$ cat src/icache_defines.svh
// Instruction cache geometry
// Address, instruction and block widths plus the derived field widths
`ifndef ICACHE_DEFINES_SVH
`define ICACHE_DEFINES_SVH

// Physical fetch address and instruction word
`define ICACHE_ADDR_W 32
`define ICACHE_INSTR_W 32

// Four instruction words per block
`define ICACHE_BLOCK_W 128

// Two-way, 16 sets
`define ICACHE_SETS 16
`define ICACHE_WAYS 2

// Address fields: tag | index | word select | byte offset
`define ICACHE_INDEX_W 4
`define ICACHE_OFFSET_W 4
`define ICACHE_WORD_SEL_W 2
`define ICACHE_TAG_W 24

`endif
$ cat src/icache_pkg.sv
// Instruction cache types
// Fetch address with raw and field views, and the response state encoding

`include "icache_defines.svh"

package icache_pkg;

  ////////////////////////////////////////
  // Fetch address
  ////////////////////////////////////////

  // Field view, MSB first
  typedef struct packed {
    logic [`ICACHE_TAG_W-1:0]                       tag;
    logic [`ICACHE_INDEX_W-1:0]                     index;
    logic [`ICACHE_WORD_SEL_W-1:0]                  word_sel;
    logic [`ICACHE_OFFSET_W-`ICACHE_WORD_SEL_W-1:0] byte_off;
  } fetch_addr_s;

  // Same 32 bits, read either as a word or as fields
  typedef union packed {
    logic [`ICACHE_ADDR_W-1:0] raw;
    fetch_addr_s               fields;
  } fetch_addr_u;

  ////////////////////////////////////////
  // Response unit states
  ////////////////////////////////////////

  // e_miss_release waits for the memory side to drop ack
  typedef enum logic [1:0] {
    e_ready        = 2'b00,
    e_miss_req     = 2'b01,
    e_miss_release = 2'b10
  } resp_state_e;

endpackage

$ cat src/icache_tag_array.sv
// Instruction cache tag array
// Tags, valid bits and one LRU bit per set, with per-way hit compare
// and refill write

`timescale 1ns/1ns

`include "icache_defines.svh"

module icache_tag_array (
  input  logic                        clk_i,
  input  logic                        reset_i,
  input  logic                        rd_en_i,
  input  logic [`ICACHE_INDEX_W-1:0]  rd_index_i,
  input  icache_pkg::fetch_addr_u     lookup_addr_i,
  input  logic                        fill_we_i,
  input  logic                        fill_way_i,
  output logic                        hit_o,
  output logic [`ICACHE_WAYS-1:0]     hit_way_o,
  output logic                        lru_way_o
);

  logic [`ICACHE_TAG_W-1:0]                   tag_mem [`ICACHE_WAYS][`ICACHE_SETS];
  logic [`ICACHE_TAG_W-1:0]                   tag_rd [`ICACHE_WAYS];
  logic [`ICACHE_WAYS-1:0][`ICACHE_SETS-1:0]  valid_r;
  logic [`ICACHE_WAYS-1:0]                    valid_rd;
  logic [`ICACHE_SETS-1:0]                    lru_r;
  logic [`ICACHE_WAYS-1:0]                    fill_way_oh;
  logic                                       rd_v_r;

  assign fill_way_oh = fill_we_i ? (`ICACHE_WAYS'(1) << fill_way_i) : '0;

  ////////////////////////////////////////
  // Tag storage
  ////////////////////////////////////////
  always_ff @(posedge clk_i)
  begin
    for (int w = 0; w < `ICACHE_WAYS; w++)
    begin
      if (fill_way_oh[w])
        tag_mem[w][lookup_addr_i.fields.index] <= lookup_addr_i.fields.tag;
      if (rd_en_i)
        tag_rd[w] <= tag_mem[w][rd_index_i];
    end
  end

  ////////////////////////////////////////
  // Valid and LRU state
  ////////////////////////////////////////
  always_ff @(posedge clk_i)
  begin
    if (reset_i)
    begin
      valid_r  <= '0;
      valid_rd <= '0;
      lru_r    <= '0;
      rd_v_r   <= 1'b0;
    end
    else
    begin
      rd_v_r <= rd_en_i;
      if (rd_en_i)
        for (int w = 0; w < `ICACHE_WAYS; w++)
          valid_rd[w] <= valid_r[w][rd_index_i];
      // Refilled way becomes MRU
      if (fill_we_i)
      begin
        valid_r[fill_way_i][lookup_addr_i.fields.index] <= 1'b1;
        lru_r[lookup_addr_i.fields.index]               <= ~fill_way_i;
      end
      // Hit in way 0 leaves way 1 as LRU, and the other way round
      else if (rd_v_r && hit_o)
        lru_r[lookup_addr_i.fields.index] <= hit_way_o[0];
    end
  end

  // Per-way compare against the lookup tag
  always_comb
  begin
    for (int w = 0; w < `ICACHE_WAYS; w++)
      hit_way_o[w] = valid_rd[w] & (tag_rd[w] == lookup_addr_i.fields.tag);
  end

  assign hit_o     = |hit_way_o;
  assign lru_way_o = lru_r[lookup_addr_i.fields.index];

endmodule

$ cat config.mk
export PLATFORM = sky130hd
export DESIGN_NAME = icache_tag_array
export DESIGN_NICKNAME = d
export VERILOG_FILES = /design/src/icache_pkg.sv /design/src/icache_tag_array.sv
export VERILOG_INCLUDE_DIRS = /design/src
export SDC_FILE = /design/constraint.sdc
export NUM_CORES = 1
export LEC_CHECK = 0
export BUFFER_PORTS_ARGS = -buffer_cell sky130_fd_sc_hd__buf_2
export CORE_ASPECT_RATIO = 0.8
export CORE_MARGIN = 2
export CORE_UTILIZATION = 50
export DETAILED_ROUTE_END_ITERATION = 10
export PLACE_DENSITY = 0.77
export SLEW_MARGIN = 20
export SYNTH_ARGS = -nofsm -noshare
export SYNTH_HDL_FRONTEND = slang
export SYNTH_SLANG_ARGS = --single-unit
export TNS_END_PERCENT = 10
$ cat constraint.sdc
create_clock -name clk_i -period 4.3 [get_ports clk_i]
set_clock_uncertainty 0.1 [all_clocks]
set_input_delay 0.43 -clock clk_i [delete_from_list [all_inputs] [get_ports clk_i]]
set_output_delay 0.43 -clock clk_i [all_outputs]
set_load 0.005 [all_outputs]
==> impl_metrics.toml <==
[yosys]
synth_xor_area_frac = 0.0127
synth_cell_types = 31
async_flop_share = 0
synth_fa_ha_area_frac = 0
ys_warn_count = 0
synth.area.top_cells = "edfxtp_1, mux4_2, dfxtp_1"
synth_compound_area_frac = 0.00427
yosysSeqAreaShare = 0.770
synth_common_cells = "edfxtp_1, mux4_2, nor2_1, dfxtp_1, clkbuf_1"
syn-cell-area_um2 = 33100
synth_top_family_by_area = "multiplexers"
yosysTopAreaCellShare = 0.740
ys_ff_latch = 867
yosysTopAreaCell = "edfxtp_1"
synth_most_common_cell = "edfxtp_1"
synth_simple_gate_area_frac = 0.0235
synth_cells = 1452
synth_edf_count = 816
synth_mux_area_frac = 0.179
ys.flop_type = "edfxtp_1"
syn_nets = 1493
synth_area_per_cell_um2 = 22.8

[power_and_ir_drop]
seqPwrFrac = 0.555
p_sw_mw = 3.52
powerDensity_nw_per_um2 = 454
max-vdd-ir-drop_uv = 400
intPower_mw = 13.5
leakagePower_nw = 11.6
combPwrFrac = 0.050
swShare = 0.207
clockPowerShare = 0.395

[clock_tree]
cts_setup_buffers = 0
numCtsBuffers = 76
insertion_delay_ns = 0.62
cts_root_buf = "clkbuf_16"
cts_tree = "built"
cts_sinks = 867
clk_transition_reported_paths_ns = 0.07
ctsHoldBuffers = 0
cts_resized = 0
h-tree-depth = 3
clockBufferDepth = 3

[worst_setup_path]
end_kind = "output pin"
crit_type = "reg2out"
crit_fanout = 2
crit_chain = "xnor2_1, nand4_1, or4_1, nor2_1, or2_2, buf_2"
r2r_cells = 6
critical_path.max_stage_delay_ns = 0.63
critPathLaunchType = "flop"
slowest_stage = "or4_1"
required_ns = 3.77
crit_arrival_ns = 3.03

[die]
dieHeight_um = 234
die_area_um2 = 68400
rows = 84
initial_utilization = 0.504
die_x_um = 292
core_um2 = 65700
io_pins = 45

[placed_design]
place_area_um2 = 34900
hpwl_um = 40800
numPortBuffers = 40
gp_congestion = 0.818

[global_route]
grt_overflow_total = 0
grt.total_usage = 0.221
met2_usage = 0.340
gr-usage-met1 = 0.323
grt_pass1_vias = 15900
grt_first_pass_wirelength_um = 108000
grt-busiest-layer = "met2"
grt_max_degree = 69
use_met3 = 0.0486
antenna_found_initial = 5

[run_status]
outcome = "finished clean"

[timing]
grt_setup_unrepaired = "false"
finalCritPeriodShare = 0.827
relSlewSlack = 0.228
finalMaxSlewViolations = 0
setup_viol = 0
worst-slew-pin-transition_ns = 1.15
finalCriticalPeriod_ns = 3.56
setup-tns-final_ns = 0
clock.fmax_mhz = 281
final_hold_viol_count = 0

[layout]
seqCellArea_um2 = 25500
multi_input_area_um2 = 7510
syn2layout_area_growth_pct = 12.8
num-fill-cells = 4538
postLayoutCellArea_um2 = 37400
drive_gt1_frac = 0.320
fin_nets = 1613

[worst_hold_path]
hold_class = "in2reg"
holdPathStages = 2

[drt]
wl_per_cell_um = 29.5
wl_um = 73700
ant_nets = 0
drc = 0
via_per_inst = 6.27
vias = 15700
drt_pre_antenna_iters = 5
drt_iter0_drc = 2168

[run]
max-cap-violations = 0
-- path summary, 6_finish.rpt --
path                               startpoint           to  slack (ns)
worst max-delay path            tag_rd[0][11]        hit_o        0.74
worst min-delay path                  reset_i  valid_r[28]        0.08
worst max register to register   tag_rd[0][7]     lru_r[2]        1.29
worst min register to register     valid_r[1]   valid_r[1]        0.38
-- critical path: cells and delay by family, from the launching register on --
| family | cells | cell delay [ns] |
|---|---|---|
| buf+inv | 1 | 0.10 |
| simple gates | 4 | 1.39 |
| xor+xnor | 1 | 0.54 |
| flops | 1 | 0.39 |
-- cell usage in the layout (no fill, tap or decap), types with 2 or more instances in the layout --
master,instances
edfxtp_1,816
mux4_2,255
clkbuf_16,78
buf_4,72
nor2_1,70
dfxtp_1,51
buf_2,37
xnor2_1,34
nor2_4,32
mux2i_1,18
clkbuf_1,17
nand4_1,15
nand2b_1,15
clkinv_1,15
nand2_1,14
xor2_1,14
clkinv_2,12
a21oi_2,10
nand3_1,7
a21oi_1,6
clkbuf_8,6
nor2b_1,5
bufinv_16,5
nor4_1,4
inv_6,4
buf_12,4
diode_2,3
or4_1,2
nor3_1,2
or2b_1,2
clkinvlp_4,2
-- layer usage --
layer | wire (µm) | vias up
met5 | 41 | -
met4 | 1770 | 6
met3 | 7130 | 126
met2 | 34700 | 817
met1 | 30100 | 8397
li1 | - | 6309
-- layout make-up --
type,instances,area share
sequential,867,0.683
multi-input combinational,511,0.201
clock buffer,100,0.0558
tap,860,0.0288
timing repair buffer,115,0.0223
clock inverter,39,0.00891
antenna,3,0.000201
inverter,1,0.000100
-- logic make-up (layout without fill, tap and decap cells) --
kind of cell	Yosys count	count (layout)
AO/OA/AOI/OAI	18	18
other	0	3
XOR/XNOR	48	48
AND/OR/NAND/NOR	172	172
buffers and inverters	74	255
multiplexers	273	273
flip-flops	867	867
-- flip-flops by register name, summed over array words and instances, names as in the netlist --
register / count
valid_r: 32
rd_v_r: 1
lru_r: 16
valid_rd: 2
tag_mem: 768
tag_rd: 48
-- power groups by stage --
stage / registers, mW / clock network (mW) / logic (mW)
6_report: 9.41 / 6.71 / 0.853
3_5_place_dp: 9.59 / 0 / 0.849
4_1_cts: 9.41 / 6.79 / 0.859
5_1_grt: 9.42 / 7.08 / 0.909
2_1_floorplan: 9.58 / 0 / 0.500
3_3_place_gp: 9.59 / 0 / 0.829
-- stage by stage --
stage | hold slack, ns | power (mW) | utilization | setup WS [ns] | cells
after floorplan | 0.335 | 10.1 | - | 1.72 | 1452
after global routing | 0.0692 | 17.4 | 0.569 | 0.667 | 2494
after global placement | 0.344 | 10.4 | 0.532 | 1.08 | 2354
after detailed placement | 0.356 | 10.4 | 0.532 | 0.996 | 2354
after CTS | 0.0384 | 17.1 | 0.569 | 0.780 | 2493
final | 0.0750 | 17.0 | 0.569 | 0.743 | 2496
No activity file was read; power rests on OpenSTA's default activity.
