**src/icache_defines.svh**
```systemverilog
// Instruction cache geometry
// Address, instruction and block widths plus the derived field widths
`ifndef ICACHE_DEFINES_SVH
`define ICACHE_DEFINES_SVH

// Physical fetch address and instruction word
`define ICACHE_ADDR_W 32
`define ICACHE_INSTR_W 32

// Four instruction words per block
`define ICACHE_BLOCK_W 128

// Two-way, 16 sets
`define ICACHE_SETS 16
`define ICACHE_WAYS 2

// Address fields: tag | index | word select | byte offset
`define ICACHE_INDEX_W 4
`define ICACHE_OFFSET_W 4
`define ICACHE_WORD_SEL_W 2
`define ICACHE_TAG_W 24

`endif
```
**src/icache_pkg.sv**
```systemverilog
// Instruction cache types
// Fetch address with raw and field views, and the response state encoding

`include "icache_defines.svh"

package icache_pkg;

  ////////////////////////////////////////
  // Fetch address
  ////////////////////////////////////////

  // Field view, MSB first
  typedef struct packed {
    logic [`ICACHE_TAG_W-1:0]                       tag;
    logic [`ICACHE_INDEX_W-1:0]                     index;
    logic [`ICACHE_WORD_SEL_W-1:0]                  word_sel;
    logic [`ICACHE_OFFSET_W-`ICACHE_WORD_SEL_W-1:0] byte_off;
  } fetch_addr_s;

  // Same 32 bits, read either as a word or as fields
  typedef union packed {
    logic [`ICACHE_ADDR_W-1:0] raw;
    fetch_addr_s               fields;
  } fetch_addr_u;

  ////////////////////////////////////////
  // Response unit states
  ////////////////////////////////////////

  // e_miss_release waits for the memory side to drop ack
  typedef enum logic [1:0] {
    e_ready        = 2'b00,
    e_miss_req     = 2'b01,
    e_miss_release = 2'b10
  } resp_state_e;

endpackage

```
**src/icache_fetch_stage.sv**
```systemverilog
// Instruction cache fetch stage
// Accepts fetch requests, starts the array reads and holds the lookup address

`timescale 1ns/1ns

`include "icache_defines.svh"

module icache_fetch_stage (
  input  logic                        clk_i,
  input  logic                        reset_i,
  input  logic                        fetch_v_i,
  input  icache_pkg::fetch_addr_u     fetch_addr_i,
  input  logic                        hold_i,
  output logic                        fetch_ready_o,
  output logic                        rd_en_o,
  output logic [`ICACHE_INDEX_W-1:0]  rd_index_o,
  output logic                        lookup_v_o,
  output icache_pkg::fetch_addr_u     lookup_addr_o
);

  import icache_pkg::*;

  logic        accept;
  logic        lookup_v_r;
  fetch_addr_u lookup_addr_r;

  // Ready whenever the response side is not busy with a miss
  assign fetch_ready_o = ~hold_i;
  assign accept        = fetch_v_i & fetch_ready_o;

  // Arrays are read in the accept cycle at the incoming set
  assign rd_en_o    = accept;
  assign rd_index_o = fetch_addr_i.fields.index;

  always_ff @(posedge clk_i)
  begin
    if (reset_i)
    begin
      lookup_v_r <= 1'b0;
    end
    else
    begin
      lookup_v_r <= accept;
    end
  end

  // Held between acceptances so a refill lands in the set that missed
  always_ff @(posedge clk_i)
  begin
    if (accept)
    begin
      lookup_addr_r.raw <= fetch_addr_i.raw;
    end
  end

  assign lookup_v_o    = lookup_v_r;
  assign lookup_addr_o = lookup_addr_r;

endmodule

```
**config.mk**
```make
export PLATFORM = sky130hd
export DESIGN_NAME = icache_fetch_stage
export DESIGN_NICKNAME = d
export VERILOG_FILES = /design/src/icache_pkg.sv /design/src/icache_fetch_stage.sv
export VERILOG_INCLUDE_DIRS = /design/src
export SDC_FILE = /design/constraint.sdc
export NUM_CORES = 1
export LEC_CHECK = 0
export ABC_CLOCK_PERIOD_IN_PS = 2840
export CORE_MARGIN = 5
export CORE_UTILIZATION = 40
export DETAILED_ROUTE_END_ITERATION = 6
export DONT_BUFFER_PORTS = 1
export GPL_ROUTABILITY_DRIVEN = 0
export SLEW_MARGIN = 25
export SYNTH_ARGS = -nofsm -noshare
export SYNTH_HDL_FRONTEND = slang
export SYNTH_SLANG_ARGS = --single-unit
```
**constraint.sdc**
```tcl
create_clock -name clk_i -period 2.84 [get_ports clk_i]
set_input_delay 0.284 -clock clk_i [delete_from_list [all_inputs] [get_ports clk_i]]
set_output_delay 0.284 -clock clk_i [all_outputs]
set_load 0.01 [all_outputs]
```
==> flow_metrics.py, run 1 <==
metrics = {
    "status": {
        "status": "complete, no violations",
    },
    "synthesis": {
        "yosysSeqAreaShare": 0.949,
        "synth_area_per_cell_sq_um": 25.8,
        "synth.top_cells.by_count": "edfxtp_1 (32), buf_4 (4)",
        "synth_cell_types": 6,
        "ys_seq_elements": 33,
        "netlist_instances": 40,
        "synth.largest_area_cell": "edfxtp_1",
        "yosys.area.top_type_share": 0.930,
        "synth_area_sq_um": 1030,
        "synth_edf_count": 32,
        "synth_flop_cell": "edfxtp_1",
        "synth.most_common_cell": "edfxtp_1",
        "ys_warn_count": 0,
        "async_flop_share": 0,
        "synth_area_leaders": "edfxtp_1 (93%), buf_4 (2.9%), dfxtp_1 (1.9%)",
        "syn_nets": 76,
    },
    "setup_path": {
        "cp_cell_sequence": "nor2b_4",
        "cp-end-kind": "output pin",
        "critPathArrivalTime_ps": 1010,
        "worstSetupPathType": "in2out",
        "cp.depth": 1,
        "slowest_stage": "nor2b_4",
        "max_stage_delay_ps": 720,
        "crit_family": "simple AND/OR/NAND/NOR gates",
        "path_max_fanout": 33,
        "startpoint_type": "input pin",
        "worstPathRequired_ps": 2560,
        "crit_buf_inv": 0,
    },
    "timing": {
        "setup_viol": 0,
        "min_period_ps": 1290,
        "finalSetupTns_ps": 0,
        "fin_hold_ws_ps": 62.8,
        "rsz0062_at_grt": "false",
        "drv_slew": 0,
        "fmax_ghz": 0.773,
        "tightest_slew_ps": 897,
        "hold_violations": 0,
        "finalCritPeriodShare": 0.456,
        "slew_headroom": 0.400,
    },
    "global_route": {
        "grt_max_degree": 34,
        "grt_util_all_layers": 0.100,
        "grt_pass1_wl_mm": 2.42,
        "antenna_found_initial": 0,
        "grt_pass1_vias": 401,
        "grt.overflow.total": 0,
    },
    "detailed_routing": {
        "ant_nets": 0,
        "firstDrtPassIters": 4,
        "drt_wl_total_mm": 1.84,
        "drc": 0,
        "drt_iter0_drc": 6,
        "wire_per_inst_microns": 24.5,
        "vias_per_cell": 5.04,
        "via_count": 378,
    },
    "clock_network": {
        "cts_buffer_depth": 2,
        "htree_levels": 2,
        "post-cts-setup-buffers": 0,
        "path_clk_slew_ps": 90,
        "cts_num_sinks": 33,
        "cts_buffers": 5,
        "cts_root_buffer": "clkbuf_4",
        "cts_tree": "done",
    },
    "final_layout": {
        "antenna_cells": 0,
        "drive_above_1_share": 0.156,
        "nFillCells": 219,
        "fin_nets": 81,
        "area_growth_pct": 7.75,
    },
    "worst_hold_path": {
        "min_path_cells": 0,
        "holdCritPathClass": "in2reg",
    },
    "pwr": {
        "powerDensity_nw_per_um2": 747,
        "max-vdd-ir-drop_v": 0.000404,
        "p_leak_nw": 0.360,
    },
    "floorplanning": {
        "core_area_sq_um": 2480,
        "die-area_sq_um": 3700,
        "initial_core_util": 0.417,
        "die_w_microns": 60.8,
        "dieHeight_microns": 60.8,
        "io_pins": 75,
        "fp-row-count": 18,
    },
    "placed_design": {
        "io_buffers": 0,
    },
    "job": {
        "max_cap_violations": 0,
    },
}
[stage by stage]
stage	std cells	utilization	instance area (sq um)	power (mW)	worst slack, ps
after floorplan	40	-	1030	0.621	543
after global placement	66	0.423	1050	0.624	1480
after detailed placement	66	0.423	1050	0.626	1410
after CTS	73	0.441	1090	0.846	1520
after global routing	75	0.449	1110	0.874	1480
final	75	0.449	1110	0.832	1550
[where the power goes]
group / switching (mW) / internal, mW
sequential: 0.0292 / 0.572
clock: 0.128 / 0.0897
combinational: 0.00975 / 0.00350
total: 0.167 / 0.665
[per-layer routing]
layer | share of wire | track usage | vias to the layer above
li1 | - | - | 158
met1 | 0.34 | 0.0802 | 177
met2 | 0.53 | 0.169 | 43
met3 | 0.13 | 0.0936 | 0
met4 | 0 | 0.0372 | 0
met5 | 0 | 0 | -
[area by class of cell]
class                   count  area (sq um)  area share
well taps                  30          37.5      0.0337
inverters                   1          3.75     0.00337
clock buffers               6          41.3      0.0371
multi-input cells           2          26.3      0.0236
clock inverters             1          3.75     0.00337
repair buffers              2          20.0      0.0180
flip-flops and latches     33           981       0.881
[cells in the final DEF (no fill, tap or decap)]
cell / count
clkbuf_1: 1
inv_1: 1
dfxtp_1: 1
clkinv_1: 1
clkbuf_4: 5
nor2b_4: 1
nor3b_2: 1
edfxtp_1: 32
dlygate4sd3_1: 2
[sequential cells by signal (all words and copies together) (netlist names)]
signal         count
lookup_v_o         1
lookup_addr_o     32
[cells by family (layout without fill, tap and decap cells)]
family	count (synthesis)	after routing	synth area share
DFF	33	33	0.949
and+or+nand+nor	2	2	0.0182
buffers and inverters	5	10	0.0327
[final timing paths]
path / start / to / slack [ps]
setup / recovery: fetch_v_i / rd_en_o / 1550
hold / removal: fetch_addr_i[23] / lookup_addr_o[23]$_DFFE_PP_ / 60
[repair_timing]
item	in CTS	in global routing
gates resized for setup	0	0
hold buffers	0	2
hold endpoints to repair	0	1
Power figures use the tool's default switching activity.
==> run 2, diff against run 1 <==
Settings changed: ABC_CLOCK_PERIOD_IN_PS 2840 to 1100.
Clock period 2.84 ns to 1.1 ns, I/O delays scaled along.
==> run 2 against run 1 <==
Net effect: routed wire length is 13% higher; global-route usage is 1.4 points higher; sequential power grew to 2.6 times the previous value; non-clock buffer count is 35 higher; sequential share of layout area is 22 points lower; cell count is 48% higher; combinational power grew to 11 times the previous value; setup slack worse by 1300 ps; hold slack better by 82 ps; utilization is 15 points higher; design area is 33% higher.
==> flow_metrics.py, run 2 (synthesis gave the netlist of run 1 again) <==
metrics = {
    "final_layout": {
        "mostFrequentLayoutCell": "dlygate4sd3_1",
        "final_cells": 111,
        "nFillCells": 196,
        "fin_nets": 116,
        "drive_above_1_share": 0.136,
        "area_growth_pct": 43.0,
        "largest_register_ffs": 32,
        "postLayoutCellArea_sq_um": 1480,
        "antenna_cells": 0,
        "layout_common_cells": "dlygate4sd3_1 (35), edfxtp_1 (32), clkbuf_4 (5), clkinv_2 (2)",
    },
    "detailed_routing": {
        "drt_iter0_drc": 14,
        "drc": 0,
        "wire_per_inst_microns": 18.7,
        "drt_wl_total_mm": 2.08,
        "via_count": 507,
        "vias_per_cell": 4.57,
        "firstDrtPassIters": 2,
        "ant_nets": 0,
    },
    "pwr": {
        "p_total_mw": 2.29,
        "powerDensity_nw_per_um2": 1550,
        "max-vdd-ir-drop_v": 0.00109,
        "p_leak_nw": 0.516,
    },
    "global_route": {
        "grt_util_all_layers": 0.114,
        "grt_pass1_wl_mm": 2.78,
        "antenna_found_initial": 0,
        "grt_pass1_vias": 583,
        "grt.overflow.total": 0,
        "grt_max_degree": 26,
    },
    "setup_path": {
        "worstPathRequired_ps": 990,
        "critPathArrivalTime_ps": 770,
        "worstSetupPathType": "reg2out",
        "startpoint_type": "register",
        "cp-end-kind": "output pin",
        "path_max_fanout": 1,
    },
    "clock_network": {
        "cts_tree": "done",
        "cts_buffers": 5,
        "cts_buffer_depth": 2,
        "ctsResizeCount": 0,
        "cts-hold-fix-buffers": 35,
        "cts_root_buffer": "clkbuf_4",
        "path_clk_slew_ps": 90,
        "htree_levels": 2,
        "cts_num_sinks": 33,
        "post-cts-setup-buffers": 0,
    },
    "placed_design": {
        "io_buffers": 0,
        "placed_area_sq_um": 1080,
        "post-place-cells": 68,
    },
    "timing": {
        "min_period_ps": 884,
        "rsz0062_at_grt": "false",
        "setup_viol": 0,
        "finalSetupTns_ps": 0,
        "slew_headroom": 0.897,
        "drv_slew": 0,
        "fmax_ghz": 1.13,
        "tightest_slew_ps": 155,
        "finalCritPeriodShare": 0.804,
        "hold_violations": 0,
        "fin_hold_ws_ps": 144,
    },
    "floorplanning": {
        "initial_core_util": 0.417,
        "io_pins": 75,
        "die-area_sq_um": 3700,
        "fp-row-count": 18,
        "die_w_microns": 60.8,
        "core_area_sq_um": 2480,
        "dieHeight_microns": 60.8,
    },
    "worst_hold_path": {
        "holdCritPathClass": "in2reg",
    },
    "status": {
        "status": "complete, no violations",
    },
    "job": {
        "max_cap_violations": 0,
    },
}
## run 2: cell types whose count changed in the layout (fill, tap and decap cells not counted), sizes merged
cell | previous run | this run
buf | 0 | 2
dlygate4sd3 | 2 | 35
clkinv | 1 | 2
## run 2: stage by stage
stage | utilization | worst slack (ps)
4_1_cts | 0.596 | 185
3_5_place_dp | 0.434 | 328
5_1_grt | 0.596 | 147
6_report | 0.596 | 216
2_1_floorplan | - | 20.4
3_3_place_gp | 0.434 | 350
## run 2: power breakdown
part,internal [mW],switching [mW],total (mW)
clock network,0.243,0.354,0.597
registers,1.47,0.0760,1.55
logic,0.0968,0.0449,0.142
## run 2: metal layers
| layer | track usage | vias up | wire length (microns) |
|---|---|---|---|
| met4 | 0.0372 | 0 | 0 |
| li1 | - | 230 | - |
| met5 | 0 | - | 0 |
| met3 | 0.0851 | 0 | 291 |
| met1 | 0.0944 | 232 | 676 |
| met2 | 0.208 | 45 | 1110 |
## run 2: worst paths after layout
check                                  startpoint                           to  cells past startpoint
worst max-delay path  lookup_addr_o[16]$_DFFE_PP_            lookup_addr_o[16]                      0
worst min-delay path                       hold_i  lookup_addr_o[16]$_DFFE_PP_                      2
## run 2: final cells by class
type | instances | area [sq um] | share of cell area
Inverter | 1 | 3.75 | 0.00254
Sequential cell | 33 | 981 | 0.664
Tap cell | 30 | 37.5 | 0.0254
Multi-Input combinational cell | 2 | 26.3 | 0.0178
Timing Repair Buffer | 37 | 378 | 0.256
Clock inverter | 2 | 10.0 | 0.00677
Clock buffer | 6 | 41.3 | 0.0279
==> run 3, diff against run 2 <==
Settings changed: ABC_AREA from default to 1, ABC_CLOCK_PERIOD_IN_PS 1100 to 800.
Clock period 1.1 ns to 0.8 ns, I/O delays scaled along.
==> run 3 against run 2 <==
Net effect: the flow now finishes with violations (setup timing); sequential power up 37%; critical path depth unchanged; cell count unchanged; global-route usage down 0.27 points; total power up 53%.
==> flow_metrics.py, run 3 <==
metrics = {
    "synthesis": {
        "yosys.area.top_type_share": 0.932,
        "async_flop_share": 0,
        "ys_seq_elements": 33,
        "synth.top_cells.by_count": "edfxtp_1 (32), buf_4 (4)",
        "synth_flop_cell": "edfxtp_1",
        "synth.most_common_cell": "edfxtp_1",
        "yosysSeqAreaShare": 0.951,
        "ys_warn_count": 0,
        "synth_edf_count": 32,
        "synth_cell_types": 7,
        "synth_area_sq_um": 1030,
        "synth.largest_area_cell": "edfxtp_1",
        "synth_area_per_cell_sq_um": 25.1,
        "netlist_instances": 41,
        "synth_area_leaders": "edfxtp_1 (93%), buf_4 (2.9%), dfxtp_1 (1.9%)",
        "syn_nets": 77,
    },
    "timing": {
        "finalCritPeriodShare": 1.08,
        "min_period_ps": 867,
        "hold_violations": 0,
        "tightest_slew_ps": 171,
        "fmax_ghz": 1.15,
        "rsz0062_at_grt": "true",
        "fin_hold_ws_ps": 160,
        "timing.final.ws_setup_ps": -66.6,
        "slew_headroom": 0.886,
        "setup_viol": 32,
        "drv_slew": 0,
    },
    "global_route": {
        "grt_pass1_vias": 551,
        "antenna_found_initial": 0,
        "grt_max_degree": 34,
        "grt_pass1_wl_mm": 2.73,
        "grt.overflow.total": 0,
        "grt_util_all_layers": 0.112,
    },
    "placed_design": {
        "post-place-ws_ps": 40.9,
        "io_buffers": 0,
        "post-place-cells": 69,
        "placed_area_sq_um": 1100,
    },
    "final_layout": {
        "area_growth_pct": 47.1,
        "largest_register_ffs": 32,
        "antenna_cells": 0,
        "final_core_util": 0.612,
        "postLayoutCellArea_sq_um": 1520,
        "layout_common_cells": "dlygate4sd3_1 (34), edfxtp_1 (32), clkbuf_4 (5)",
        "final_cells": 111,
        "fin_nets": 116,
        "mostFrequentLayoutCell": "dlygate4sd3_1",
        "drive_above_1_share": 0.160,
    },
    "detailed_routing": {
        "wire_per_inst_microns": 18.9,
        "vias_per_cell": 4.70,
        "drt_iter0_drc": 3,
        "drc": 0,
        "ant_nets": 0,
        "firstDrtPassIters": 2,
        "drt_wl_total_mm": 2.10,
        "via_count": 522,
    },
    "setup_path": {
        "cp-end-kind": "output pin",
        "startpoint_type": "register",
        "critPathArrivalTime_ps": 790,
        "worstSetupPathType": "reg2out",
        "worstPathRequired_ps": 720,
        "path_max_fanout": 1,
    },
    "floorplanning": {
        "die_w_microns": 60.8,
        "core_area_sq_um": 2480,
        "dieHeight_microns": 60.8,
        "fp-row-count": 18,
        "die-area_sq_um": 3690,
        "io_pins": 75,
        "initial_core_util": 0.416,
    },
    "pwr": {
        "powerDensity_nw_per_um2": 2310,
        "p_leak_nw": 0.520,
        "max-vdd-ir-drop_v": 0.00173,
    },
    "clock_network": {
        "htree_levels": 2,
        "path_clk_slew_ps": 100,
        "cts_buffer_depth": 2,
        "cts_root_buffer": "clkbuf_4",
        "post-cts-setup-buffers": 0,
        "cts_tree": "done",
        "cts_buffers": 5,
        "cts_num_sinks": 33,
    },
    "job": {
        "max_cap_violations": 0,
    },
    "status": {
        "violations": "setup timing",
        "status": "finished, violations left",
    },
    "worst_hold_path": {
        "min_path_cells": 0,
        "hp-start": "fetch_addr_i[5]",
        "whs_endpoint": "rd_index_o[1]",
        "holdCritPathClass": "in2out",
    },
}
## run 3: changes by cell type after synthesis
cell	change
inv_2	+1
nand2_2	+1
nor2_2	+1
nor2b_1	-1
nor3b_2	-1
## run 3: area by class of cell
| cell class | instances | area [sq um] |
|---|---|---|
| repair buffers | 36 | 368 |
| inverters | 2 | 27.5 |
| clock buffers | 6 | 41.3 |
| clock inverters | 2 | 33.8 |
| well taps | 30 | 37.5 |
| multi-input cells | 2 | 26.3 |
| flip-flops and latches | 33 | 982 |
| fillers | 178 | 961 |
## run 3: where the power goes
| group | total, mW | internal, mW | switching [mW] |
|---|---|---|---|
| Combinational | 0.203 | 0.135 | 0.0682 |
| Clock | 1.17 | 0.650 | 0.518 |
| Sequential | 2.13 | 2.03 | 0.102 |
## run 3: kinds of logic (layout without fill, tap and decap cells)
| kind of cell | count (synthesis) | count (layout) | synth area share |
|---|---|---|---|
| DFF | 33 | 33 | 0.951 |
| buffers and inverters | 6 | 46 | 0.0364 |
| and+or+nand+nor | 2 | 2 | 0.0121 |
## run 3: worst max-delay path by stage
stage | slack, ps | endpoint | depth (start not counted) | from
2_1_floorplan | -220 | lookup_addr_o[0]$_DFFE_PP_ | 3 | hold_i
3_3_place_gp | 60 | lookup_addr_o[8]$_DFFE_PP_ | 4 | hold_i
3_5_place_dp | 40 | lookup_addr_o[1]$_DFFE_PP_ | 4 | hold_i
4_1_cts | -70 | lookup_addr_o[16] | 0 | lookup_addr_o[16]$_DFFE_PP_
5_1_grt | -130 | lookup_addr_o[31] | 0 | lookup_addr_o[31]$_DFFE_PP_
6_report | -70 | lookup_addr_o[31] | 0 | lookup_addr_o[31]$_DFFE_PP_
## run 3: timing repair
item,4_1_cts,5_1_grt
hold endpoints to repair,33,0
hold buffers,34,0
setup endpoints to repair,33,33
gates resized for setup,1,0
## run 3: metrics by stage
step           power, mW  TNS, ps
2_1_floorplan       2.22    -7090
3_3_place_gp        2.24        0
3_5_place_dp        2.25        0
4_1_cts             3.53    -1780
5_1_grt             3.67    -2920
6_report            3.50    -1190
## run 3: per-layer routing
layer,vias to the layer above,share of wire,GRT usage
li1,229,-,-
met1,254,0.32,0.0944
met2,39,0.55,0.189
met3,0,0.13,0.0915
met4,0,0,0.0464
met5,-,0,0
