==> src/icache_defines.svh <==
// Instruction cache geometry
// Address, instruction and block widths plus the derived field widths
`ifndef ICACHE_DEFINES_SVH
`define ICACHE_DEFINES_SVH

// Physical fetch address and instruction word
`define ICACHE_ADDR_W 32
`define ICACHE_INSTR_W 32

// Four instruction words per block
`define ICACHE_BLOCK_W 128

// Two-way, 16 sets
`define ICACHE_SETS 16
`define ICACHE_WAYS 2

// Address fields: tag | index | word select | byte offset
`define ICACHE_INDEX_W 4
`define ICACHE_OFFSET_W 4
`define ICACHE_WORD_SEL_W 2
`define ICACHE_TAG_W 24

`endif
==> src/icache_pkg.sv <==
// Instruction cache types
// Fetch address with raw and field views, and the response state encoding

`include "icache_defines.svh"

package icache_pkg;

  ////////////////////////////////////////
  // Fetch address
  ////////////////////////////////////////

  // Field view, MSB first
  typedef struct packed {
    logic [`ICACHE_TAG_W-1:0]                       tag;
    logic [`ICACHE_INDEX_W-1:0]                     index;
    logic [`ICACHE_WORD_SEL_W-1:0]                  word_sel;
    logic [`ICACHE_OFFSET_W-`ICACHE_WORD_SEL_W-1:0] byte_off;
  } fetch_addr_s;

  // Same 32 bits, read either as a word or as fields
  typedef union packed {
    logic [`ICACHE_ADDR_W-1:0] raw;
    fetch_addr_s               fields;
  } fetch_addr_u;

  ////////////////////////////////////////
  // Response unit states
  ////////////////////////////////////////

  // e_miss_release waits for the memory side to drop ack
  typedef enum logic [1:0] {
    e_ready        = 2'b00,
    e_miss_req     = 2'b01,
    e_miss_release = 2'b10
  } resp_state_e;

endpackage

==> src/icache_resp_unit.sv <==
// Instruction cache response unit
// Word select on hit, miss FSM with four-phase req/ack to memory,
// refill write and return of the missed word

`timescale 1ns/1ns

`include "icache_defines.svh"

module icache_resp_unit (
  input  logic                        clk_i,
  input  logic                        reset_i,
  input  logic                        lookup_v_i,
  input  icache_pkg::fetch_addr_u     lookup_addr_i,
  input  logic                        hit_i,
  input  logic [`ICACHE_WAYS-1:0]     hit_way_i,
  input  logic                        lru_way_i,
  input  logic [`ICACHE_BLOCK_W-1:0]  way0_block_i,
  input  logic [`ICACHE_BLOCK_W-1:0]  way1_block_i,
  input  logic                        miss_ack_i,
  input  logic [`ICACHE_BLOCK_W-1:0]  miss_data_i,
  output logic                        hold_o,
  output logic [`ICACHE_INSTR_W-1:0]  data_o,
  output logic                        data_v_o,
  output logic                        miss_req_o,
  output logic [`ICACHE_ADDR_W-1:0]   miss_addr_o,
  output logic                        fill_we_o,
  output logic                        fill_way_o
);

  import icache_pkg::*;

  resp_state_e                state_r;
  resp_state_e                state_n;
  logic                       miss;
  logic                       ack_take;
  logic                       victim_way_r;
  logic                       refill_v_r;
  logic [`ICACHE_INSTR_W-1:0] refill_word_r;
  logic [`ICACHE_BLOCK_W-1:0] hit_block;

  function automatic logic [`ICACHE_INSTR_W-1:0] pick_word(
    input logic [`ICACHE_BLOCK_W-1:0]    block,
    input logic [`ICACHE_WORD_SEL_W-1:0] sel
  );
    return block[sel*`ICACHE_INSTR_W +: `ICACHE_INSTR_W];
  endfunction

  assign miss     = lookup_v_i & ~hit_i;
  assign ack_take = (state_r == e_miss_req) & miss_ack_i;

  ////////////////////////////////////////
  // Hit path
  ////////////////////////////////////////

  // One-hot AND-OR way mux
  assign hit_block = ({`ICACHE_BLOCK_W{hit_way_i[0]}} & way0_block_i)
                   | ({`ICACHE_BLOCK_W{hit_way_i[1]}} & way1_block_i);

  // Refill word wins, lookups are stalled during a miss anyway
  assign data_o   = refill_v_r ? refill_word_r
                               : pick_word(hit_block, lookup_addr_i.fields.word_sel);
  assign data_v_o = (lookup_v_i & hit_i) | refill_v_r;

  ////////////////////////////////////////
  // Miss FSM
  ////////////////////////////////////////
  always_comb
  begin
    state_n = state_r;
    case (state_r)
      e_ready:        if (miss) state_n = e_miss_req;
      e_miss_req:     if (miss_ack_i) state_n = e_miss_release;
      e_miss_release: if (!miss_ack_i) state_n = e_ready;
      default:        state_n = e_ready;
    endcase
  end

  always_ff @(posedge clk_i)
  begin
    if (reset_i)
    begin
      state_r    <= e_ready;
      refill_v_r <= 1'b0;
    end
    else
    begin
      state_r    <= state_n;
      refill_v_r <= ack_take;
    end
  end

  // Victim and returned word
  always_ff @(posedge clk_i)
  begin
    if (miss)
      victim_way_r <= lru_way_i;
    if (ack_take)
      refill_word_r <= pick_word(miss_data_i, lookup_addr_i.fields.word_sel);
  end

  // Covers the miss lookup cycle and both miss states
  assign hold_o = miss | (state_r != e_ready);

  // Lookup address is frozen for the whole miss, so the request address is stable
  assign miss_req_o  = (state_r == e_miss_req);
  assign miss_addr_o = {lookup_addr_i.raw[`ICACHE_ADDR_W-1:`ICACHE_OFFSET_W],
                        {`ICACHE_OFFSET_W{1'b0}}};
  assign fill_we_o   = ack_take;
  assign fill_way_o  = victim_way_r;

endmodule

==> config.mk <==
export PLATFORM = sky130hd
export DESIGN_NAME = icache_resp_unit
export DESIGN_NICKNAME = d
export VERILOG_FILES = /design/src/icache_pkg.sv /design/src/icache_resp_unit.sv
export VERILOG_INCLUDE_DIRS = /design/src
export SDC_FILE = /design/constraint.sdc
export NUM_CORES = 1
export LEC_CHECK = 0
export BUFFER_PORTS_ARGS = -buffer_cell sky130_fd_sc_hd__buf_2
export CAP_MARGIN = 10
export CELL_PAD_IN_SITES_DETAIL_PLACEMENT = 1
export CELL_PAD_IN_SITES_GLOBAL_PLACEMENT = 2
export CORE_AREA = 4 4 187 189
export CTS_CLUSTER_DIAMETER = 50
export DETAILED_ROUTE_END_ITERATION = 10
export DIE_AREA = 0 0 191 193
export MAX_ROUTING_LAYER = met4
export PLACE_DENSITY_LB_ADDON = 0.12
export SLEW_MARGIN = 10
export SYNTH_ARGS = -nofsm -noshare
export SYNTH_HDL_FRONTEND = slang
export SYNTH_SLANG_ARGS = --single-unit
==> constraint.sdc <==
create_clock -name clk_i -period 1.6 [get_ports clk_i]
set_input_delay 0.16 -clock clk_i [delete_from_list [all_inputs] [get_ports clk_i]]
set_output_delay 0.16 -clock clk_i [all_outputs]
set_load 0.05 [all_outputs]
==> summary.txt, run 1 <==
Yosys
  • Number of warning messages in the yosys log: 0
  • Syn avg cell area: approximately 11 um^2
  • Combined area of all synthesized cells: 4390 um^2
  • Cell variety after synth: 28
  • Sequential element share of the synthesized area: 0.240
  • Flop and latch count out of synthesis: 36
  • Number of instances in the synthesized netlist: 400

Timing
  • Final count of hold timing violations: 0
  • RSZ-0062 raised after global routing: yes
  • Part of the cycle the worst path needs: 1.06
  • Setup Viol. Count Final: 30
  • Max frequency: 587 MHz
  • Maximum clock skew at final layout: ~0.0062 ns
  • Setup slack after layout: -0.104 ns
  • Slew headroom: 0.644
  • Max Slew Vio Count: 0
  • Min Clock Period, post-route: 1.70 ns
  • Slew at the pin closest to its max-slew limit: 0.532 ns

CTS
  • TritonCTS clock tree: done
  • Sinks on Clock Net: 36
  • Clock latency at the later pin of the worst-skew pair: between 0.2 and 0.3 ns
  • Root buffer cell: sky130_fd_sc_hd__clkbuf_16
  • Maximum level of the CTS H-tree: 2
  • Num CTS Buffers: 5
  • Bufs on Longest Clock Path: 2
  • Hold-fix buffers, CTS: 0
  • Clock edge transition at the registers on the reported setup and hold paths: 0.06 ns

Worst setup path
  • Most frequent CP cell: sky130_fd_sc_hd__buf_4
  • Critical path cell sequence: buf_16 -> buf_8 -> buf_4 -> buf_4 -> a22oi_2 -> a22o_1 -> o41ai_4 -> buf_6
  • Data arrival time of the worst path: 1.54 ns
  • Critical path buffers and inverters: 5
  • Kind of start point of the critical path: input port
  • Family with the most delay on the worst path: compound AO/OA/AOI/OAI gates
  • Critical Setup Path Class: in2out
  • Data required time at the worst endpoint: 1.44 ns
  • Type of destination of the critical path: output port
  • Maximum net fanout on the critical path: 5
  • Slowest cell on the critical path: sky130_fd_sc_hd__o41ai_4
  • Worst-case register-to-register setup slack: about 0.23 ns
  • CP peak stage delay: roughly 0.37 ns

Placed design
  • DP Cell Count: 1273
  • Dpl ws: -0.374 ns
  • Port Buffer Count: 430
  • DP HPWL: 25.3 mm
  • Final weighted congestion in routability-driven placement: 0.819

Worst hold path
  • Min-Delay Path Class: in2reg

Detailed routing
  • Number of design-rule violations left by the first detailed-router iteration: 182
  • Vias/cell: 4.44
  • DRT Pass-1 Iters: 4
  • Number of antenna-violating nets in the routed design: 0
  • Total length of routed wires: ~33 mm
  • DRC violations left: 0
  • Total via count after detailed routing: 6041
  • Detail-routed net length per standard cell: 24.3 um

Die
  • Initial standard-cell utilization of the core: 0.132
  • Row count: 67
  • Overall die area: ~37000 um^2
  • IO Count: 493
  • Horiz. Die Dim: between 150 and 200 um
  • Y dimension of the die: about 190 um
  • Core Region: 33300 um^2

Global routing
  • Number of antenna violations at the first check in global routing: 6
  • Vias in the first global route: 6814
  • Total overflow reported by the global router: 0
  • Largest net degree at the start of global routing: 36
  • Total global routing track utilization: 0.168
  • Wire length of the first global-routing pass: 44.6 mm

Power
  • Worst vdd ir: 0.340 mV
  • Power per standard cell area: 511 nW/um^2
  • Leakage power summed over all cells: 4.29 nW

Run
  • Max-cap violation count: 0

Final layout
  • FF+latch area: approximately 1100 um^2
  • Fraction of layout instances using a drive strength above 1: 0.813
  • Area occupied by multi-input gates: approximately 3700 um^2
  • Number of nets in the final layout: 1328
  • Area growth from synthesis to layout: 123%
  • Total of fill cells in the finished design: about 3800
  • Non-filler cells in the finished layout: 1360

Outcome
  • Violated checks: negative setup slack
  • Result of the run: complete, but fails checks
## layout by cell type, fill, tap and decap left out, types with 4 or more instances in the layout
master,count
sky130_fd_sc_hd__a221oi_1,16
sky130_fd_sc_hd__a221oi_2,42
sky130_fd_sc_hd__a221oi_4,6
sky130_fd_sc_hd__a22o_1,30
sky130_fd_sc_hd__a22oi_1,41
sky130_fd_sc_hd__a22oi_2,21
sky130_fd_sc_hd__buf_12,30
sky130_fd_sc_hd__buf_16,9
sky130_fd_sc_hd__buf_2,392
sky130_fd_sc_hd__buf_4,84
sky130_fd_sc_hd__buf_6,51
sky130_fd_sc_hd__buf_8,10
sky130_fd_sc_hd__clkbuf_16,8
sky130_fd_sc_hd__conb_1,4
sky130_fd_sc_hd__diode_2,7
sky130_fd_sc_hd__edfxtp_1,33
sky130_fd_sc_hd__mux4_2,32
sky130_fd_sc_hd__nand2_1,29
sky130_fd_sc_hd__nand2_2,5
sky130_fd_sc_hd__nor2b_4,4
sky130_fd_sc_hd__o41ai_4,30
## power breakdown
| group | total, mW | internal [mW] | switching (mW) |
|---|---|---|---|
| registers | 1.09 | 1.07 | 0.0177 |
| logic | 2.93 | 1.49 | 1.44 |
| clock network | 0.981 | 0.621 | 0.360 |
| total | 5.00 | 3.18 | 1.82 |
## Yosys cell counts
master / n / share of area
sky130_fd_sc_hd__conb_1: 1 / 0.00085
sky130_fd_sc_hd__mux4_2: 32 / 0.16
sky130_fd_sc_hd__nor2_1: 1 / 0.00085
sky130_fd_sc_hd__nor2b_1: 4 / 0.0057
sky130_fd_sc_hd__a32o_1: 1 / 0.0023
sky130_fd_sc_hd__a22oi_1: 62 / 0.11
sky130_fd_sc_hd__clkbuf_2: 1 / 0.0011
sky130_fd_sc_hd__clkbuf_1: 5 / 0.0043
sky130_fd_sc_hd__nor3_1: 2 / 0.0023
sky130_fd_sc_hd__edfxtp_1: 33 / 0.23
sky130_fd_sc_hd__o41ai_2: 32 / 0.12
sky130_fd_sc_hd__and2_1: 1 / 0.0014
sky130_fd_sc_hd__dfxtp_1: 3 / 0.014
sky130_fd_sc_hd__mux2i_1: 1 / 0.0023
sky130_fd_sc_hd__buf_4: 42 / 0.072
sky130_fd_sc_hd__nand2b_1: 2 / 0.0029
sky130_fd_sc_hd__a211oi_1: 1 / 0.0017
sky130_fd_sc_hd__nand2_2: 1 / 0.0014
sky130_fd_sc_hd__nand2_1: 35 / 0.030
sky130_fd_sc_hd__xnor2_1: 1 / 0.0020
sky130_fd_sc_hd__buf_2: 38 / 0.043
sky130_fd_sc_hd__a21o_1: 1 / 0.0017
sky130_fd_sc_hd__or3_1: 1 / 0.0014
sky130_fd_sc_hd__nor3b_1: 1 / 0.0017
sky130_fd_sc_hd__inv_1: 1 / 0.00085
sky130_fd_sc_hd__a221oi_1: 64 / 0.13
sky130_fd_sc_hd__buf_1: 2 / 0.0017
sky130_fd_sc_hd__a22o_1: 31 / 0.062
## logic make-up (layout without fill, tap and decap cells)
family          Yosys count  after routing  share of synthesized area
buf+inv                  89            589                      0.123
other cells               1             11                   0.000855
xor+xnor                  1              1                    0.00200
compound gates          192            192                      0.420
mux                      33             33                      0.167
flops                    36             36                      0.240
simple gates             48             50                     0.0476
## final timing paths
path	endpoint	depth (start not counted)	startpoint
worst max-delay path	data_o[12]	8	hit_way_i[0]
worst min-delay path	fill_way_o$_DFFE_PP_	1	lru_way_i
worst max register to register	refill_word_r[4]$_DFFE_PP_	3	state_r[0]$_SDFFE_PP0P_
worst min register to register	state_r[0]$_SDFFE_PP0P_	1	state_r[1]$_SDFFE_PP0P_
## cell type report
class | count | share of cell area
antenna | 7 | 0.00179
clock buffer | 8 | 0.0150
inverter | 1 | 0.000384
multi-input combinational | 280 | 0.380
sequential | 36 | 0.108
tap | 448 | 0.0574
timing repair buffer | 580 | 0.437
## worst reg2reg max path, cell delays in order, from the launching register on
cell and delay, ns:
sky130_fd_sc_hd__dfxtp_1 0.39, sky130_fd_sc_hd__nor2b_4 0.19, sky130_fd_sc_hd__and2_4 0.26, sky130_fd_sc_hd__buf_12 0.21
## repair_timing
action / 4_1_cts / 5_1_grt
cloned: 11 / 4
buffers inserted: 35 / 31
setup endpoints to repair: 34 / 33
resized for setup: 141 / 74
pin swaps: 20 / 24
## flip-flops by register name, summed over array words and instances (netlist names)
name,cells
fill_way_o,1
refill_v_r,1
refill_word_r,32
state_r,2
## metrics by stage
step	hold WS, ns	cell area (um^2)	TNS [ns]	power, mW	util
2_1_floorplan	0.236	4750	-2.95	2.60	-
3_3_place_gp	0.320	7860	-8.90	3.48	0.236
3_5_place_dp	0.320	7860	-10.74	3.50	0.236
4_1_cts	0.0477	9150	-3.34	4.90	0.275
5_1_grt	0.0578	9770	-3.38	5.25	0.294
6_report	0.0592	9770	-1.81	5.00	0.294
## per-layer routing
layer / track usage / share of wire / up-vias
met5: - / 0 / -
met4: 0.0423 / 0.021 / 0
met3: 0.0250 / 0.046 / 42
met2: 0.297 / 0.53 / 229
met1: 0.202 / 0.40 / 3008
li1: - / - / 2762
(Power assumes the default switching activity.)
==> run 2, diff against run 1 <==
Settings changed: ABC_AREA set to 1, CORE_AREA 4 4 187 189 to not set, CORE_MARGIN set to 4, CORE_UTILIZATION set to 14, DIE_AREA 0 0 191 193 to not set, PLACE_DENSITY set to 0.82, PLACE_DENSITY_LB_ADDON 0.12 to not set.
==> summary.txt, run 2 <==
Outcome
  • Result of the run: finished, final reports clean

Yosys
  • Area share of the largest cell type after synthesis: 0.295
  • Commonest register cell after synthesis: sky130_fd_sc_hd__edfxtp_1
  • Post-synth EDFFs: 33
  • Cell types with the largest area share after synthesis: sky130_fd_sc_hd__nand2_1 (29%), sky130_fd_sc_hd__edfxtp_1 (20%), sky130_fd_sc_hd__nand3_1 (19%)
  • Cell taking the most area after synthesis: sky130_fd_sc_hd__nand2_1
  • Cell variety after synth: 20
  • Number of instances in the synthesized netlist: 901
  • Number of warning messages in the yosys log: 0
  • Syn avg cell area: 5.50 um^2
  • Commonest cells post-synth: sky130_fd_sc_hd__nand2_1 (389), sky130_fd_sc_hd__nand3_1 (191), sky130_fd_sc_hd__nor2_1 (68)
  • Flop and latch count out of synthesis: 36
  • Combined area of all synthesized cells: 4950 um^2
  • Most frequent cell after synthesis: sky130_fd_sc_hd__nand2_1
  • Share of async-settable or async-resettable flops after synthesis: 0
  • Sequential element share of the synthesized area: 0.212

Power
  • Internal power contribution: 2.63 mW
  • Net switching fraction of the power: 0.404
  • Power per standard cell area: approximately 540 nW/um^2
  • Power spent charging and discharging nets: 1.78 mW
  • Relative contribution of sequential cells to total power: 0.245
  • Combinational fraction of design power: 0.551
  • Final Total Pwr: 4.41 mW
  • Worst vdd ir: around 0.41 mV
  • Clock share of power: 0.205
  • Leakage power summed over all cells: between 4 and 5 nW

Final layout
  • Area growth from synthesis to layout: 65.4%
  • Top register by number of flip-flops: refill_word_r
  • Fraction of layout instances using a drive strength above 1: 0.395
  • Leading cell types in the layout, fill and taps excluded: sky130_fd_sc_hd__buf_2 (400), sky130_fd_sc_hd__nand2_1 (384), sky130_fd_sc_hd__nand3_1 (189)
  • Largest registers: refill_word_r x32, state_r x2
  • Core occupancy in the finished layout: 0.236
  • Number of flip-flops in the largest register: 32
  • Commonest non-fill, non-tap cell in the layout: sky130_fd_sc_hd__buf_2
  • Number of nets in the final layout: around 1700
  • Summed area of non-filler cells in the final layout: 8190 um^2

Worst setup path
  • Type of destination of the critical path: output port
  • Maximum net fanout on the critical path: 19
  • Critical Setup Path Class: in2out
  • Data required time at the worst endpoint: roughly 1.4 ns
  • Kind of start point of the critical path: input port
  • Data arrival time of the worst path: 1.38 ns

Timing
  • Hold Slack: slightly above 0.07 ns
  • Final count of hold timing violations: 0
  • Setup Viol. Count Final: 0
  • Max frequency: 649 MHz
  • Max Slew Vio Count: 0
  • Setup TNS: 0 ns
  • Part of the cycle the worst path needs: 0.963
  • Maximum clock skew at final layout: 0.00376 ns
  • Min Clock Period, post-route: 1.54 ns
  • RSZ-0062 raised after global routing: yes

CTS
  • Maximum level of the CTS H-tree: 2
  • Root buffer cell: sky130_fd_sc_hd__clkbuf_16
  • Clock latency at the later pin of the worst-skew pair: around 0.27 ns
  • Hold-fix buffers, CTS: 0
  • Num CTS Buffers: 5
  • Bufs on Longest Clock Path: 2
  • TritonCTS clock tree: done
  • Clock edge transition at the registers on the reported setup and hold paths: 0.05 ns
  • Sinks on Clock Net: 36

Placed design
  • Total placed instance area: around 7800 um^2
  • Final weighted congestion in routability-driven placement: 0.826
  • Port Buffer Count: 430
  • DP HPWL: 26.7 mm

Global routing
  • Vias in the first global route: 7810
  • Wire length of the first global-routing pass: 46.0 mm
  • Largest net degree at the start of global routing: between 50 and 60
  • Total global routing track utilization: 0.158
  • Number of antenna violations at the first check in global routing: 2
  • Total overflow reported by the global router: 0

Detailed routing
  • Vias/cell: 4.33
  • Detail-routed net length per standard cell: about 18 um
  • DRC violations left: 0
  • Total length of routed wires: 32.0 mm
  • Number of design-rule violations left by the first detailed-router iteration: 252
  • Number of antenna-violating nets in the routed design: 0
  • DRT Pass-1 Iters: 4
  • Total via count after detailed routing: between 7000 and 8000

Die
  • Overall die area: 38500 um^2
  • IO Count: 493
  • Core Region: 34700 um^2
  • Initial standard-cell utilization of the core: 0.143
  • Row count: 68
  • Y dimension of the die: 196 um
  • Horiz. Die Dim: 196 um

Run
  • Max-cap violation count: 0

Worst hold path
  • Min-Delay Path Class: in2reg
## run 2: kinds of logic after synthesis
| kind of cell | share of synthesized area |
|---|---|
| compound gates | 0.109 |
| buf+inv | 0.136 |
| flops | 0.212 |
| other cells | 0.000757 |
| simple gates | 0.542 |
## run 2: final timing paths
path	depth (start not counted)	to	slack, ns	startpoint
setup / recovery	9	data_o[10]	0.06	lookup_addr_i[2]
hold / removal	1	fill_way_o$_DFFE_PP_	0.07	lru_way_i
setup reg to reg	5	refill_word_r[6]$_DFFE_PP_	0.27	state_r[0]$_SDFFE_PP0P_
hold reg to reg	2	state_r[1]$_SDFFE_PP0P_	0.54	state_r[1]$_SDFFE_PP0P_
## run 2: power groups by stage
stage	combinational, mW	sequential (mW)	clock [mW]
global placement	2.33	1.10	0
CTS	2.39	1.08	0.951
detailed placement	2.35	1.10	0
finish	2.43	1.08	0.904
global route	2.65	1.08	0.993
floorplan	1.40	1.10	0
## run 2: repair_timing
item / in CTS / in global routing
endpoints found under the setup margin: 6 / 25
pin swaps: 0 / 1
cloned: 1 / 4
gates resized for setup: 7 / 37
buffers inserted: 0 / 0
## run 2: critical path: stages
cell	delay (ns)
sky130_fd_sc_hd__buf_4	0.17
sky130_fd_sc_hd__inv_6	0.12
sky130_fd_sc_hd__buf_6	0.22
sky130_fd_sc_hd__nand3_1	0.10
sky130_fd_sc_hd__nand3_1	0.12
sky130_fd_sc_hd__nand2_1	0.09
sky130_fd_sc_hd__nand2_1	0.12
sky130_fd_sc_hd__nand2_1	0.07
sky130_fd_sc_hd__buf_2	0.21
## run 2: layout make-up
class	count	area, um^2
clock inverters	1	5.00
multi-input cells	753	3280
repair buffers	485	3120
fillers	4544	26500
well taps	455	569
diodes	3	7.51
clock buffers	6	129
inverters	7	31.3
flip-flops and latches	36	1050
## run 2: routing by layer
| metal | GRT usage | vias up | routed length (um) |
|---|---|---|---|
| met5 | - | - | 0 |
| met1 | 0.214 | 3534 | 15000 |
| met3 | 0.0211 | 20 | 1680 |
| met2 | 0.256 | 274 | 15000 |
| li1 | - | 3727 | - |
| met4 | 0.0243 | 0 | 323 |
## run 2: metrics by stage
stage,std cells,worst slack (ns)
after floorplan,904,-0.306
after global placement,1731,-0.0496
after detailed placement,1731,-0.0758
after CTS,1739,0.00170
after global routing,1745,-0.0127
final,1746,0.0590
==> run 3, diff against run 2 <==
Settings changed: CELL_PAD_IN_SITES_DETAIL_PLACEMENT 1 to not set, CELL_PAD_IN_SITES_GLOBAL_PLACEMENT 2 to not set, CORE_AREA set to 4 4 189 191, CORE_MARGIN 4 to not set, CORE_UTILIZATION 14 to not set, DIE_AREA set to 0 0 193 195, PLACE_DENSITY 0.82 to 0.44.
==> summary.txt, run 3 (synthesis gave the netlist of run 2 again) <==
Final layout
  • Largest registers: refill_word_r x32, state_r x2
  • Total of fill cells in the finished design: 3989
  • Area occupied by multi-input gates: approximately 3300 um^2
  • Top register by number of flip-flops: refill_word_r
  • Area growth from synthesis to layout: 67.3%
  • Commonest non-fill, non-tap cell in the layout: sky130_fd_sc_hd__buf_2
  • FF+latch area: 1050 um^2
  • Number of flip-flops in the largest register: 32
  • Number of nets in the final layout: 1721
  • Fraction of layout instances using a drive strength above 1: 0.401
  • Leading cell types in the layout, fill and taps excluded: sky130_fd_sc_hd__buf_2 (398), sky130_fd_sc_hd__nand2_1 (385), sky130_fd_sc_hd__nand3_1 (185)
  • Core occupancy in the finished layout: 0.243

Die
  • Row count: between 60 and 70
  • Horiz. Die Dim: about 190 um
  • Y dimension of the die: 195 um
  • Core Region: 34100 um^2
  • IO Count: 493
  • Overall die area: 37600 um^2
  • Initial standard-cell utilization of the core: 0.145

Worst hold path
  • Min-Delay Path Class: in2reg

Placed design
  • Final weighted congestion in routability-driven placement: roughly 0.85
  • Dpl ws: -0.125 ns
  • Port Buffer Count: 430
  • DP HPWL: about 25 mm

Power
  • Worst vdd ir: 0.326 mV
  • Power per standard cell area: 544 nW/um^2
  • Leakage power summed over all cells: 4.27 nW

Worst setup path
  • Maximum net fanout on the critical path: 10
  • Type of destination of the critical path: output port
  • Kind of start point of the critical path: input port
  • Data arrival time of the worst path: 1.37 ns
  • Worst-case register-to-register setup slack: between 0.3 and 0.4 ns
  • Critical Setup Path Class: in2out
  • Data required time at the worst endpoint: 1.44 ns

Detailed routing
  • Vias/cell: about 4.3
  • DRT Pass-1 Iters: 5
  • Number of antenna-violating nets in the routed design: 0
  • DRC violations left: 0
  • Number of design-rule violations left by the first detailed-router iteration: 323
  • Total via count after detailed routing: approximately 7500
  • Total length of routed wires: 30.8 mm
  • Detail-routed net length per standard cell: 17.6 um

CTS
  • Hold-fix buffers, CTS: 0
  • Maximum level of the CTS H-tree: 2
  • Sinks on Clock Net: 36
  • Clock latency at the later pin of the worst-skew pair: around 0.28 ns
  • Bufs on Longest Clock Path: 2
  • Clock edge transition at the registers on the reported setup and hold paths: around 0.060 ns
  • TritonCTS clock tree: done
  • Num CTS Buffers: 5
  • Setup Buffers After CTS: 0
  • Root buffer cell: sky130_fd_sc_hd__clkbuf_16

Timing
  • Max frequency: around 650 MHz
  • RSZ-0062 raised after global routing: yes
  • Maximum clock skew at final layout: ~0.0042 ns
  • Setup slack after layout: 0.0701 ns
  • Setup Viol. Count Final: 0
  • Min Clock Period, post-route: about 1.5 ns
  • Final count of hold timing violations: 0
  • Part of the cycle the worst path needs: 0.956
  • Setup TNS: 0 ns
  • Max Slew Vio Count: 0

Run
  • Max-cap violation count: 0

Global routing
  • Largest net degree at the start of global routing: 52
  • Wire length of the first global-routing pass: 42.6 mm
  • Vias in the first global route: 7493
  • Total global routing track utilization: 0.151
  • Total overflow reported by the global router: 0
  • Number of antenna violations at the first check in global routing: 1

Outcome
  • Result of the run: finished, final reports clean
-- run 3: changes by cell type in the layout (fill, tap and decap cells not counted), moves of 2 or more --
| cell | delta |
|---|---|
| sky130_fd_sc_hd__clkbuf_4 | -2 |
| sky130_fd_sc_hd__buf_2 | -2 |
| sky130_fd_sc_hd__nand3_2 | +4 |
| sky130_fd_sc_hd__buf_16 | +3 |
| sky130_fd_sc_hd__nand3_1 | -4 |
| sky130_fd_sc_hd__buf_12 | -8 |
| sky130_fd_sc_hd__diode_2 | -2 |
| sky130_fd_sc_hd__buf_8 | +2 |
| sky130_fd_sc_hd__buf_6 | +6 |
| sky130_fd_sc_hd__buf_4 | +8 |
-- run 3: path summary, 6_finish.rpt --
kind | end | startpoint | depth (start not counted)
max | data_o[14] | hit_way_i[1] | 10
min | fill_way_o$_DFFE_PP_ | lru_way_i | 1
max reg2reg | refill_word_r[2]$_DFFE_PP_ | state_r[0]$_SDFFE_PP0P_ | 5
min reg2reg | state_r[1]$_SDFFE_PP0P_ | state_r[1]$_SDFFE_PP0P_ | 2
-- run 3: metal layers --
metal | share of wire | wire [um] | global-route usage | up-vias
met3 | 0.067 | 2060 | 0.0209 | 44
met5 | 0 | 0 | - | -
met1 | 0.44 | 13600 | 0.200 | 3438
met2 | 0.47 | 14500 | 0.243 | 307
li1 | - | - | - | 3753
met4 | 0.024 | 739 | 0.0372 | 0
-- run 3: layout make-up --
class	count	share of cell area
Clock buffer	8	0.0177
Tap cell	455	0.0687
Inverter	7	0.00468
Sequential cell	36	0.127
Multi-Input combinational cell	753	0.397
Timing Repair Buffer	492	0.382
Timing Repair inverter	2	0.00211
Antenna cell	1	0.000302
-- run 3: repair_timing --
| item | in CTS | in global routing |
|---|---|---|
| gates cloned | 0 | 7 |
| gates resized for setup | 20 | 48 |
| setup endpoints to repair | 12 | 29 |
| pin swaps | 0 | 1 |
-- run 3: report_power, final --
part | switching (mW) | internal [mW]
registers | 0.00840 | 1.07
clock network | 0.381 | 0.622
logic | 1.43 | 1.00
total | 1.82 | 2.69
-- run 3: critical path: stages --
cell and delay (ns):
sky130_fd_sc_hd__buf_6 0.16, sky130_fd_sc_hd__buf_12 0.15, sky130_fd_sc_hd__buf_12 0.13, sky130_fd_sc_hd__nand2_1 0.09, sky130_fd_sc_hd__nand3_1 0.13, sky130_fd_sc_hd__nand3_1 0.08
sky130_fd_sc_hd__nand2_1 0.12, sky130_fd_sc_hd__nand2_1 0.07, sky130_fd_sc_hd__nand2_1 0.09, sky130_fd_sc_hd__buf_6 0.17
-- run 3: through the flow --
stage / hold slack [ns] / total power, mW / area (um^2) / std cells
floorplan: 0.222 / 2.50 / 4980 / 904
global placement: 0.320 / 3.40 / 7790 / 1738
detailed placement: 0.320 / 3.40 / 7790 / 1738
CTS: 0.0439 / 4.46 / 8000 / 1746
global route: 0.0403 / 4.82 / 8290 / 1754
finish: 0.0522 / 4.51 / 8290 / 1754
